**config.mk**
```make
export PLATFORM = sky130hd
export DESIGN_NAME = rv_decoder
export DESIGN_NICKNAME = d
export VERILOG_FILES = /design/src/design/rv_isa_pkg.sv /design/src/design/decode_ctrl_pkg.sv /design/src/design/alu_op_decode.sv /design/src/design/imm_gen.sv /design/src/design/opcode_decode.sv /design/src/design/rv_decoder.sv
export SDC_FILE = /design/constraint.sdc
export NUM_CORES = 1
export LEC_CHECK = 0
export ABC_AREA = 1
export BUFFER_PORTS_ARGS = -buffer_cell sky130_fd_sc_hd__buf_2
export CAP_MARGIN = 0
export CELL_PAD_IN_SITES_DETAIL_PLACEMENT = 0
export CELL_PAD_IN_SITES_GLOBAL_PLACEMENT = 1
export CORE_ASPECT_RATIO = 1.75
export CORE_MARGIN = 3
export CORE_UTILIZATION = 37
export DETAILED_ROUTE_END_ITERATION = 8
export PLACE_DENSITY_LB_ADDON = 0.1
export SLEW_MARGIN = 40
export SYNTH_ARGS = -nofsm -noshare
export SYNTH_HDL_FRONTEND = slang
export SYNTH_SLANG_ARGS = --single-unit
```
**constraint.sdc**
```tcl
create_clock -name i_clk -period 3.09 [get_ports i_clk]
set_clock_uncertainty 0.2 [all_clocks]
set_input_delay 0.1545 -clock i_clk [delete_from_list [all_inputs] [get_ports i_clk]]
set_output_delay 0.1545 -clock i_clk [all_outputs]
set_load 0.05 [all_outputs]
```
**src/design/rv_isa_pkg.sv**
```systemverilog
package rv_isa_pkg;

   // widths
   localparam int XLEN      = 32;
   localparam int REG_IDX_W = 5;
   localparam int OPCODE_W  = 5;  // instr[6:2], low two bits checked separately
   localparam int FUNCT3_W  = 3;
   localparam int FUNCT7_W  = 7;

   typedef logic [XLEN-1:0]      word_t;     // data or immediate
   typedef logic [31:0]          instr_t;    // always a full 32-bit encoding
   typedef logic [REG_IDX_W-1:0] reg_idx_t;
   typedef logic [OPCODE_W-1:0]  opcode_t;
   typedef logic [FUNCT3_W-1:0]  funct3_t;
   typedef logic [FUNCT7_W-1:0]  funct7_t;

   // major opcodes, bits 6:2
   localparam opcode_t OP_LOAD    = 5'b00000;
   localparam opcode_t OP_MISCMEM = 5'b00011; // fence
   localparam opcode_t OP_OPIMM   = 5'b00100;
   localparam opcode_t OP_AUIPC   = 5'b00101;
   localparam opcode_t OP_STORE   = 5'b01000;
   localparam opcode_t OP_OP      = 5'b01100; // also carries M ops
   localparam opcode_t OP_LUI     = 5'b01101;
   localparam opcode_t OP_BRANCH  = 5'b11000;
   localparam opcode_t OP_JALR    = 5'b11001;
   localparam opcode_t OP_JAL     = 5'b11011;
   localparam opcode_t OP_SYSTEM  = 5'b11100;

   // alu funct3, shared by OP and OP-IMM
   localparam funct3_t F3_ADD_SUB = 3'b000;
   localparam funct3_t F3_SLL     = 3'b001;
   localparam funct3_t F3_SLT     = 3'b010;
   localparam funct3_t F3_SLTU    = 3'b011;
   localparam funct3_t F3_XOR     = 3'b100;
   localparam funct3_t F3_SRL_SRA = 3'b101;
   localparam funct3_t F3_OR      = 3'b110;
   localparam funct3_t F3_AND     = 3'b111;

   // branch funct3, 010 and 011 unused
   localparam funct3_t F3_BEQ  = 3'b000;
   localparam funct3_t F3_BNE  = 3'b001;
   localparam funct3_t F3_BLT  = 3'b100;
   localparam funct3_t F3_BGE  = 3'b101;
   localparam funct3_t F3_BLTU = 3'b110;
   localparam funct3_t F3_BGEU = 3'b111;

   localparam funct7_t FUNCT7_ALT    = 7'b0100000; // sub / sra
   localparam funct7_t FUNCT7_MULDIV = 7'b0000001; // M extension

   // instruction class, the only view of the opcode past opcode_decode
   typedef enum logic [3:0] {
      CLS_OP,
      CLS_OPIMM,
      CLS_LOAD,
      CLS_STORE,
      CLS_JAL,
      CLS_JALR,
      CLS_BRANCH,
      CLS_AUIPC,
      CLS_LUI,
      CLS_MISCMEM,
      CLS_SYSTEM,
      CLS_ILLEGAL
   } op_class_e;

endpackage

```
**src/design/decode_ctrl_pkg.sv**
```systemverilog
package decode_ctrl_pkg;

   import rv_isa_pkg::*;

   // alu operations, add must stay at zero
   typedef enum logic [4:0] {
      ALU_ADD    = 5'd0,
      ALU_SUB    = 5'd1,
      ALU_SLL    = 5'd2,
      ALU_SLT    = 5'd3,
      ALU_SLTU   = 5'd4,
      ALU_XOR    = 5'd5,
      ALU_SRL    = 5'd6,
      ALU_SRA    = 5'd7,
      ALU_OR     = 5'd8,
      ALU_AND    = 5'd9,
      ALU_MUL    = 5'd10,
      ALU_MULH   = 5'd11,
      ALU_MULHSU = 5'd12,
      ALU_MULHU  = 5'd13,
      ALU_DIV    = 5'd14,
      ALU_DIVU   = 5'd15,
      ALU_REM    = 5'd16,
      ALU_REMU   = 5'd17
   } alu_op_e;

   typedef enum logic {
      SRC1_REG = 1'b0, // rs1 value
      SRC1_PC  = 1'b1
   } alu_src1_e;

   typedef enum logic [1:0] {
      SRC2_REG = 2'd0, // rs2 value
      SRC2_IMM = 2'd1
   } alu_src2_e;

   // register file write data mux
   typedef enum logic [1:0] {
      REGIN_ALU = 2'd0,
      REGIN_IMM = 2'd1
   } reg_input_e;

   // where the multi-cycle core goes after execute
   typedef enum logic [2:0] {
      NEXT_FETCH  = 3'd0,
      NEXT_LOAD   = 3'd1,
      NEXT_STORE  = 3'd2,
      NEXT_BRANCH = 3'd3,
      NEXT_SYSTEM = 3'd4,
      NEXT_TRAP   = 3'd5
   } next_stage_e;

   localparam int BR_MASK_W = 6;
   typedef logic [BR_MASK_W-1:0] branch_mask_t; // one-hot compare select

   // bit positions inside branch_mask_t
   localparam int BR_BEQ  = 0;
   localparam int BR_BNE  = 1;
   localparam int BR_BLT  = 2;
   localparam int BR_BGE  = 3;
   localparam int BR_BLTU = 4;
   localparam int BR_BGEU = 5;

   typedef struct packed {
      alu_src1_e   src1_sel;
      alu_src2_e   src2_sel;
      next_stage_e next_stage;
      logic        wb_from_alu;      // write rd from alu in fetch
      logic        wb_from_imm;      // write rd straight from imm
      logic        next_pc_from_alu; // jumps
      reg_input_e  reg_input_sel;
      logic        write_reg;        // link write during execute
   } exec_ctrl_t;

   // contents of the decode register, all zero is a harmless bubble
   typedef struct packed {
      word_t        imm;
      alu_op_e      alu_op;
      exec_ctrl_t   ctrl;
      branch_mask_t branch_mask;
      funct3_t      funct3;  // load/store width for the memory stages
      reg_idx_t     rd;
   } decode_out_t;

endpackage

```
**src/design/alu_op_decode.sv**
```systemverilog
`timescale 1ns/1ns

module alu_op_decode (
   input  rv_isa_pkg::op_class_e    i_class,
   input  rv_isa_pkg::funct3_t      i_funct3,
   input  rv_isa_pkg::funct7_t      i_funct7,
   output decode_ctrl_pkg::alu_op_e o_alu_op
);

   import rv_isa_pkg::*;
   import decode_ctrl_pkg::*;

   // base RV32I op, alt bits pick sub and sra
   function automatic alu_op_e base_op(input funct3_t f3, input logic sub, input logic sra);
      case (f3)
         F3_ADD_SUB: base_op = sub ? ALU_SUB : ALU_ADD;
         F3_SLL:     base_op = ALU_SLL;
         F3_SLT:     base_op = ALU_SLT;
         F3_SLTU:    base_op = ALU_SLTU;
         F3_XOR:     base_op = ALU_XOR;
         F3_SRL_SRA: base_op = sra ? ALU_SRA : ALU_SRL;
         F3_OR:      base_op = ALU_OR;
         default:    base_op = ALU_AND;
      endcase
   endfunction

   // M extension, same funct3 slots
   function automatic alu_op_e muldiv_op(input funct3_t f3);
      case (f3)
         F3_ADD_SUB: muldiv_op = ALU_MUL;
         F3_SLL:     muldiv_op = ALU_MULH;
         F3_SLT:     muldiv_op = ALU_MULHSU;
         F3_SLTU:    muldiv_op = ALU_MULHU;
         F3_XOR:     muldiv_op = ALU_DIV;
         F3_SRL_SRA: muldiv_op = ALU_DIVU;
         F3_OR:      muldiv_op = ALU_REM;
         default:    muldiv_op = ALU_REMU;
      endcase
   endfunction

   logic alt; // full funct7 match for register ops

   assign alt = (i_funct7 == FUNCT7_ALT);

   always_comb begin
      case (i_class)
         CLS_OP: begin
            if (i_funct7 == FUNCT7_MULDIV)
               o_alu_op = muldiv_op(i_funct3);
            else
               o_alu_op = base_op(i_funct3, alt, alt);
         end
         // no subi, only srai looks at bit 30
         CLS_OPIMM: o_alu_op = base_op(i_funct3, 1'b0, i_funct7[5]);
         default:   o_alu_op = ALU_ADD; // addresses, links, auipc
      endcase
   end

endmodule

```
**src/design/imm_gen.sv**
```systemverilog
`timescale 1ns/1ns

module imm_gen (
   input  rv_isa_pkg::op_class_e i_class,
   input  rv_isa_pkg::instr_t    i_instr,
   output rv_isa_pkg::word_t     o_imm
);

   import rv_isa_pkg::*;

   logic sgn; // every signed format takes bit 31

   assign sgn = i_instr[31];

   always_comb begin
      case (i_class)
         CLS_STORE: begin // S-type
            o_imm = {{20{sgn}}, i_instr[31:25], i_instr[11:7]};
         end
         CLS_BRANCH: begin // B-type, halfword offset
            o_imm = {{19{sgn}}, i_instr[31], i_instr[7], i_instr[30:25],
                     i_instr[11:8], 1'b0};
         end
         CLS_LUI, CLS_AUIPC: begin
            o_imm = {i_instr[31:12], 12'b0}; // U-type, no extension needed
         end
         CLS_JAL: begin
            // J-type, scrambled like B but over 20 bits
            o_imm = {{11{sgn}}, i_instr[31], i_instr[19:12], i_instr[20],
                     i_instr[30:21], 1'b0};
         end
         default: begin
            // I-type, also covers jalr, loads and shifts
            // meaningless for R-type, harmless there
            o_imm = {{20{sgn}}, i_instr[31:20]};
         end
      endcase
   end

endmodule

```
**src/design/opcode_decode.sv**
```systemverilog
`timescale 1ns/1ns

module opcode_decode (
   input  rv_isa_pkg::instr_t           i_instr,
   output rv_isa_pkg::op_class_e        o_class,
   output decode_ctrl_pkg::exec_ctrl_t  o_ctrl,
   output decode_ctrl_pkg::branch_mask_t o_branch_mask
);

   import rv_isa_pkg::*;
   import decode_ctrl_pkg::*;

   opcode_t opcode;
   funct3_t funct3;
   logic    full_len; // low bits 11, i.e. a 32-bit encoding

   assign opcode   = i_instr[6:2];
   assign funct3   = i_instr[14:12];
   assign full_len = (i_instr[1:0] == 2'b11);

   // opcode -> class, anything unknown traps
   always_comb begin
      o_class = CLS_ILLEGAL;
      if (full_len) begin
         case (opcode)
            OP_OP:      o_class = CLS_OP;
            OP_OPIMM:   o_class = CLS_OPIMM;
            OP_LOAD:    o_class = CLS_LOAD;
            OP_STORE:   o_class = CLS_STORE;
            OP_JAL:     o_class = CLS_JAL;
            OP_JALR:    o_class = CLS_JALR;
            OP_BRANCH:  o_class = CLS_BRANCH;
            OP_AUIPC:   o_class = CLS_AUIPC;
            OP_LUI:     o_class = CLS_LUI;
            OP_MISCMEM: o_class = CLS_MISCMEM;
            OP_SYSTEM:  o_class = CLS_SYSTEM;
            default:    o_class = CLS_ILLEGAL;
         endcase
      end
   end

   // class -> execute control
   always_comb begin
      o_ctrl = '0; // reg sources, fetch, no writes
      case (o_class)
         CLS_OP: begin
            o_ctrl.wb_from_alu = 1'b1; // writeback happens in fetch
         end
         CLS_OPIMM: begin
            o_ctrl.src2_sel    = SRC2_IMM;
            o_ctrl.wb_from_alu = 1'b1;
         end
         CLS_LOAD: begin // address = rs1 + imm
            o_ctrl.src2_sel   = SRC2_IMM;
            o_ctrl.next_stage = NEXT_LOAD;
         end
         CLS_STORE: begin
            o_ctrl.src2_sel   = SRC2_IMM;
            o_ctrl.next_stage = NEXT_STORE;
         end
         CLS_JAL, CLS_JALR: begin
            // link value written now, target from alu
            o_ctrl.write_reg        = 1'b1;
            o_ctrl.reg_input_sel    = REGIN_ALU;
            o_ctrl.src1_sel         = (o_class == CLS_JAL) ? SRC1_PC : SRC1_REG;
            o_ctrl.src2_sel         = SRC2_IMM;
            o_ctrl.next_pc_from_alu = 1'b1;
         end
         CLS_BRANCH: begin
            o_ctrl.next_stage = NEXT_BRANCH; // compare rs1 vs rs2
         end
         CLS_AUIPC: begin
            o_ctrl.src1_sel    = SRC1_PC;
            o_ctrl.src2_sel    = SRC2_IMM;
            o_ctrl.wb_from_alu = 1'b1;
         end
         CLS_LUI: begin
            o_ctrl.wb_from_imm   = 1'b1;
            o_ctrl.reg_input_sel = REGIN_IMM;
         end
         CLS_MISCMEM: o_ctrl.next_stage = NEXT_FETCH; // fence is a nop here
         CLS_SYSTEM:  o_ctrl.next_stage = NEXT_SYSTEM;
         default:     o_ctrl.next_stage = NEXT_TRAP;
      endcase
   end

   // one-hot compare select, only for branches
   always_comb begin
      o_branch_mask = '0;
      if (o_class == CLS_BRANCH) begin
         case (funct3)
            F3_BEQ:  o_branch_mask[BR_BEQ]  = 1'b1;
            F3_BNE:  o_branch_mask[BR_BNE]  = 1'b1;
            F3_BLT:  o_branch_mask[BR_BLT]  = 1'b1;
            F3_BGE:  o_branch_mask[BR_BGE]  = 1'b1;
            F3_BLTU: o_branch_mask[BR_BLTU] = 1'b1;
            F3_BGEU: o_branch_mask[BR_BGEU] = 1'b1;
            default: o_branch_mask = '0; // 010/011 never taken
         endcase
      end
   end

endmodule

```
**src/design/rv_decoder.sv**
```systemverilog
`timescale 1ns/1ns

module rv_decoder (
   input  logic                         i_clk,
   input  logic                         i_rst,
   input  logic                         i_en,     // capture strobe from the core FSM
   input  rv_isa_pkg::instr_t           i_instr,
   output rv_isa_pkg::reg_idx_t         o_rs1,
   output rv_isa_pkg::reg_idx_t         o_rs2,
   output decode_ctrl_pkg::decode_out_t o_dec
);

   import rv_isa_pkg::*;
   import decode_ctrl_pkg::*;

   op_class_e    op_class;
   exec_ctrl_t   ctrl;
   branch_mask_t branch_mask;
   alu_op_e      alu_op;
   word_t        imm;
   decode_out_t  dec_d;
   decode_out_t  dec_q;

   // register file read starts during decode
   assign o_rs1 = i_instr[19:15];
   assign o_rs2 = i_instr[24:20];

   opcode_decode opcode_decode_i (
      .i_instr       (i_instr),
      .o_class       (op_class),
      .o_ctrl        (ctrl),
      .o_branch_mask (branch_mask)
   );

   alu_op_decode alu_op_decode_i (
      .i_class  (op_class),
      .i_funct3 (i_instr[14:12]),
      .i_funct7 (i_instr[31:25]),
      .o_alu_op (alu_op)
   );

   imm_gen imm_gen_i (
      .i_class (op_class),
      .i_instr (i_instr),
      .o_imm   (imm)
   );

   // next decode record
   always_comb begin
      dec_d.imm         = imm;
      dec_d.alu_op      = alu_op;
      dec_d.ctrl        = ctrl;
      dec_d.branch_mask = branch_mask;
      dec_d.funct3      = i_instr[14:12];
      dec_d.rd          = i_instr[11:7];
   end

   always_ff @(posedge i_clk) begin
      if (i_rst)
         dec_q <= '0;      // bubble: fetch, no writes, no branch
      else if (i_en)
         dec_q <= dec_d;   // holds while the core stalls
   end

   assign o_dec = dec_q;

endmodule

```
==> impl_metrics.toml, run 1 <==
[run_status]
status = "completed"

[synth]
ys_warn_count = 0
synth-edff-count = 0
avgSynthCellArea_sq_um = 6.74
synthTopCellsByCount = "nand2_1 (117), nor2_1 (60), dfxtp_1 (59)"
synth_area_leader_cell = "dfxtp_1"
ys_seq_area_frac = 0.372
synth.most_common_cell = "nand2_1"
mappedNetlistArea_sq_um = 3170
synth_top_area_share = 0.372
synthCells = 471
ys_types = 33
synth_area_leaders = "dfxtp_1 (37%), nand2_1 (14%), nor2_1 (7.1%), o21ai_0 (6.3%), a21oi_1 (5.5%)"
ys.flop_type = "dfxtp_1"
ys_ff_latch = 59
async_flop_share = 0

[die]
initial_core_util = 0.382
die_width_um = 76.0
die_height_um = 129
dieArea_sq_um = 9770
num_rows = 44
core_sq_um = 8310
boundaryPins = 108

[route]
vias = 3297
wirelength_um = 9570
drtIter0Drc = 151
viasPerCell = 4.73
drt_drc_violations_left = 0
firstDrtPassIters = 4
ant_nets = 0
wl_per_cell_um = 13.7

[power_and_ir_drop]
p_leak_nw = 2.14
clkPwrFrac = 0.442
p_int_mw = 1.66
design_power_total_mw = 2.38
ir_worst_vdd_mv = 0.372
power.switching_mw = 0.726
power_density_nw_per_um2 = 565
seqPwrFrac = 0.348
swShare = 0.305
p_comb_frac = 0.210

[cts]
cts_tree = "built"
post_cts_buffers = 0
cts_made_buffers = 9
cts.clk_slew.worst_paths_ns = 0.05
h-tree-depth = 3
cts.sinks = 59
clockBufferDepth = 2
cts-root-buf = "clkbuf_16"
clk_latency_ns = 0.32

[worst_setup_path]
cp_cell_sequence = "buf_2 > inv_1 > ha_1 > nor2_1 > nand2_1 > a21oi_2 > nand3_2 > inv_1 > nand2_1 > nand2_1 > nand2_1 > nand2_1 > nor2_1 > a21oi_1"
critPathKind = "input pin to register"
critical-path-top-delay-family = "simple AND/OR/NAND/NOR gates"
slowest_stage = "nand2_1"
cp.arrival_ns = 2.16
crit_buf_inv = 3
end_kind = "register"
required_ns = 3.14
cp_slowest_stage_delay_ns = 0.30
crit_fanout = 7
start_kind = "input pin"
cpMostUsedCell = "nand2_1"

[grt]
use_met2 = 0.385
grt_max_degree = 79
antenna_found_initial = 0
grt_use_met1 = 0.201
use_met3 = 0.0350
grt_pass1_vias = 3137
grt_pass1_wl_um = 15300
grt.busiest_layer = "met2"
track_usage = 0.198
grt_overflow_total = 0

[run]
cap_violations = 0

[place]
dp_hpwl_um = 7040
globalplace.congestion = 0.844
place_worst_setup_slack_ns = 0.619
port_buffers = 105
dp_cells = 659

[final_layout]
drive_gt1_frac = 0.258
final_cells = 697
area_growth_pct = 32.7
nNetsFinal = 617
largest_reg_flops = 59
n_antenna_cell = 0
fillers = 886

[timing]
fin_tns_setup_ns = 0
tightestPinTransition_ns = 0.768
max_freq_ghz = 0.474
drv_slew = 0
hold_viol_final = 0
setup_viol = 0
period_needed_ns = 2.11
min_period_over_period = 0.683
fin_ws_ns = 0.978
rsz0062_at_grt = "no"
relSlewSlack = 0.485

[min_path]
hp-class = "input pin to register"
## layer usage
metal  routed length, um  up-vias
met4                 285        0
met1                3740     1491
met3                 350       20
met5                   0        -
li1                    -     1708
met2                5190       78
## worst min-delay path, stage by stage
cell     delay, ns
buf_2         0.10
inv_1         0.05
nor2_1        0.04
nor2_1        0.08
a21oi_1       0.06
## kinds of logic (layout without fill, tap and decap cells)
logic type / Yosys count / after routing / share of synthesized area
adder cells (fa/ha/maj): 4 / 4 / 0.0158
XOR/XNOR: 1 / 1 / 0.00276
flip-flops: 59 / 59 / 0.372
buffers and inverters: 83 / 193 / 0.119
AND/OR/NAND/NOR: 234 / 234 / 0.335
other: 1 / 2 / 0.00118
AO/OA/AOI/OAI: 89 / 89 / 0.154
## stage by stage
step           utilization  hold WS (ns)  instance area (sq um)
6_report             0.507       0.00968                   4210
5_1_grt              0.507        0.0598                   4210
4_1_cts              0.507      0.000480                   4210
3_5_place_dp         0.441         0.232                   3670
3_3_place_gp         0.441         0.230                   3670
2_1_floorplan            -         0.104                   3180
## placed cells by master, fill, tap and decap left out, drive strengths merged
cell           n
xor2           1
nand3         31
inv           47
ha             4
clkbuf        10
dlygate4sd3   23
a21boi         1
nand4          7
nor2          65
a22oi          1
o211ai         2
o21a           1
a21oi         38
clkinv         3
a211oi         2
bufinv         2
a31oi          3
o21ai         41
conb           2
buf          107
nand2        125
clkinvlp       1
nor3           6
dfxtp         59
## layout make-up
cell class / count / area, sq um / share of cell area
clock buffers: 10 / 239 / 0.0567
clock inverters: 5 / 77.6 / 0.0184
inverters: 48 / 180 / 0.0428
multi-input cells: 330 / 1620 / 0.385
flip-flops and latches: 59 / 1180 / 0.280
well taps: 115 / 144 / 0.0342
repair buffers: 130 / 771 / 0.183
## power by group through the flow
| stage | sequential [mW] | clock (mW) | combinational (mW) |
|---|---|---|---|
| finish | 0.829 | 1.05 | 0.500 |
| global route | 0.833 | 1.10 | 0.541 |
| CTS | 0.829 | 1.08 | 0.503 |
| detailed placement | 0.844 | 0 | 0.479 |
| global placement | 0.843 | 0 | 0.478 |
| floorplan | 0.997 | 0 | 0.213 |
## path summary, 6_finish.rpt
| path | start | to | slack (ns) | cells past startpoint |
|---|---|---|---|---|
| min reg2reg | o_dec[1] | o_dec[1] | 0.26 | 2 |
| max | i_instr[2] | o_dec[46] | 0.98 | 14 |
| min | i_instr[16] | o_dec[47] | 0.01 | 5 |
| max reg2reg | o_dec[19] | o_dec[19] | 2.15 | 3 |
## repair_timing
action / 4_1_cts / 5_1_grt
endpoints found under the setup margin: 0 / 0
hold buffers: 23 / 0
hold endpoints to repair: 32 / 0
gates resized for setup: 0 / 0
(Power assumes the default switching activity.)
==> run 2, diff against run 1 <==
--- a/config.mk
+++ b/config.mk
@@ -12,7 +12,7 @@
 export CELL_PAD_IN_SITES_GLOBAL_PLACEMENT = 1
 export CORE_ASPECT_RATIO = 1.75
 export CORE_MARGIN = 3
-export CORE_UTILIZATION = 37
+export CORE_UTILIZATION = 31
 export DETAILED_ROUTE_END_ITERATION = 8
 export PLACE_DENSITY_LB_ADDON = 0.1
 export SLEW_MARGIN = 40
==> constraint.sdc (replaced) <==
create_clock -name i_clk -period 1.85 [get_ports i_clk]
set_clock_uncertainty 0.2 [all_clocks]
set_input_delay 0.0925 -clock i_clk [delete_from_list [all_inputs] [get_ports i_clk]]
set_output_delay 0.0925 -clock i_clk [all_outputs]
set_load 0.05 [all_outputs]
==> run 2 against run 1 <==
  * Critical path depth is 3 lower
  * Combinational power is 82% higher
  * Core utilization is 4.3 points lower
  * Flip-flop and latch count unchanged
  * Clock power rose by 41%
  * Wire length rose by 8.7%
  * Global-route usage shrank 1.3 points
==> impl_metrics.toml, run 2 (synthesis results as in run 1) <==
[route]
ant_nets = 0
drtIter0Drc = 169
viasPerCell = 4.64
wl_per_cell_um = 13.9
drt_drc_violations_left = 0
wirelength_um = 10400
vias = 3464
firstDrtPassIters = 4

[timing]
hold_viol_final = 0
drv_slew = 0
fin_ws_ns = 0.0999
hold_ws_ns = 0.0818
rsz0062_at_grt = "yes"
period_needed_ns = 1.75
max_freq_ghz = 0.571
fin_tns_setup_ns = 0
min_period_over_period = 0.946
setup_viol = 0

[worst_setup_path]
crit_fanout = 4
required_ns = 1.87
cp_cell_sequence = "dlygate4sd3_1 > buf_2 > inv_1 > nand2_1 > nor3_2 > nand4_1 > xor2_1 > nand3_1 > nand3_1 > nand2_1 > inv_1"
crit_buf_inv = 4
slowest_stage = "dlygate4sd3_1"
critPathKind = "input pin to register"
end_kind = "register"
cp.arrival_ns = 1.77
cp_slowest_stage_delay_ns = 0.55
start_kind = "input pin"
critical-path-top-delay-family = "buffers and inverters"

[cts]
h-tree-depth = 3
cts_made_buffers = 9
cts.sinks = 59
cts_tree = "built"
cts.clk_slew.worst_paths_ns = 0.05
clockBufferDepth = 2
cts-root-buf = "clkbuf_16"
clk_latency_ns = 0.32

[die]
die_width_um = 82.5
die_height_um = 140
dieArea_sq_um = 11500
initial_core_util = 0.320
core_sq_um = 9910
boundaryPins = 108
num_rows = 48

[final_layout]
final_common_cell = "nand2_1"
largest_reg_flops = 59
design_area_sq_um = 4590
area_growth_pct = 44.7
drive_gt1_frac = 0.317
final_cell_mix = "nand2_1 (114), buf_2 (104), dfxtp_1 (59), nor2_1 (56), inv_1 (41)"
n_antenna_cell = 0
nNetsFinal = 656

[grt]
track_usage = 0.185
grt_pass1_vias = 3329
grt_max_degree = 79
grt_overflow_total = 0
grt_pass1_wl_um = 16300
antenna_found_initial = 0

[power_and_ir_drop]
power_density_nw_per_um2 = 823
p_leak_nw = 2.35
ir_worst_vdd_mv = 0.545
design_power_total_mw = 3.78

[run_status]
status = "completed"

[place]
placed_area_sq_um = 3980
globalplace.congestion = 0.787
place_worst_setup_slack_ns = -0.327
dp_hpwl_um = 7720
port_buffers = 105

[run]
cap_violations = 0

[min_path]
hp-class = "input pin to register"
-- run 2: worst register-to-register path, stage by stage (launching register included) --
cell     delay [ns]
dfxtp_1        0.31
nand2_1        0.07
o21ai_0        0.09
o21a_1         0.18
-- run 2: path summary, 6_finish.rpt --
kind                                   from   endpoint  slack [ns]  cells after the start
worst max-delay path            i_instr[28]  o_dec[29]         0.1                     11
worst min register to register     o_dec[0]   o_dec[0]        0.26                      2
worst max register to register    o_dec[19]  o_dec[19]        0.90                      3
worst min-delay path                  i_rst  o_dec[19]        0.08                      4
-- run 2: through the flow --
step	util	std cells
after floorplan	-	472
after global placement	0.402	700
after detailed placement	0.402	700
after CTS	0.453	740
after global routing	0.463	746
final	0.463	746
-- run 2: area by class of cell --
| type | count | area, sq um |
|---|---|---|
| Inverter | 48 | 198 |
| Multi-Input combinational cell | 332 | 1710 |
| Clock inverter | 3 | 15.0 |
| Fill cell | 1065 | 5320 |
| Timing Repair Buffer | 167 | 1090 |
| Tap cell | 125 | 156 |
| Clock buffer | 12 | 246 |
| Sequential cell | 59 | 1180 |
-- run 2: timing repair --
| item | 4_1_cts | 5_1_grt |
|---|---|---|
| setup buffers | 0 | 4 |
| endpoints found under the setup margin | 0 | 30 |
| hold buffers | 25 | 0 |
| hold endpoints to repair | 40 | 0 |
| gates resized for setup | 0 | 15 |
-- run 2: metal layers --
| metal | GRT usage | routed length (um) |
|---|---|---|
| met1 | 0.195 | 3930 |
| met2 | 0.327 | 5600 |
| met3 | 0.0434 | 428 |
| met4 | 0.0973 | 442 |
| met5 | 0 | 0 |
-- run 2: power breakdown --
| group | internal, mW | switching [mW] | leakage, nW | total (mW) |
|---|---|---|---|---|
| Clock | 0.927 | 0.556 | 0.132 | 1.48 |
| Sequential | 1.35 | 0.0359 | 0.487 | 1.38 |
| Combinational | 0.265 | 0.645 | 1.73 | 0.910 |
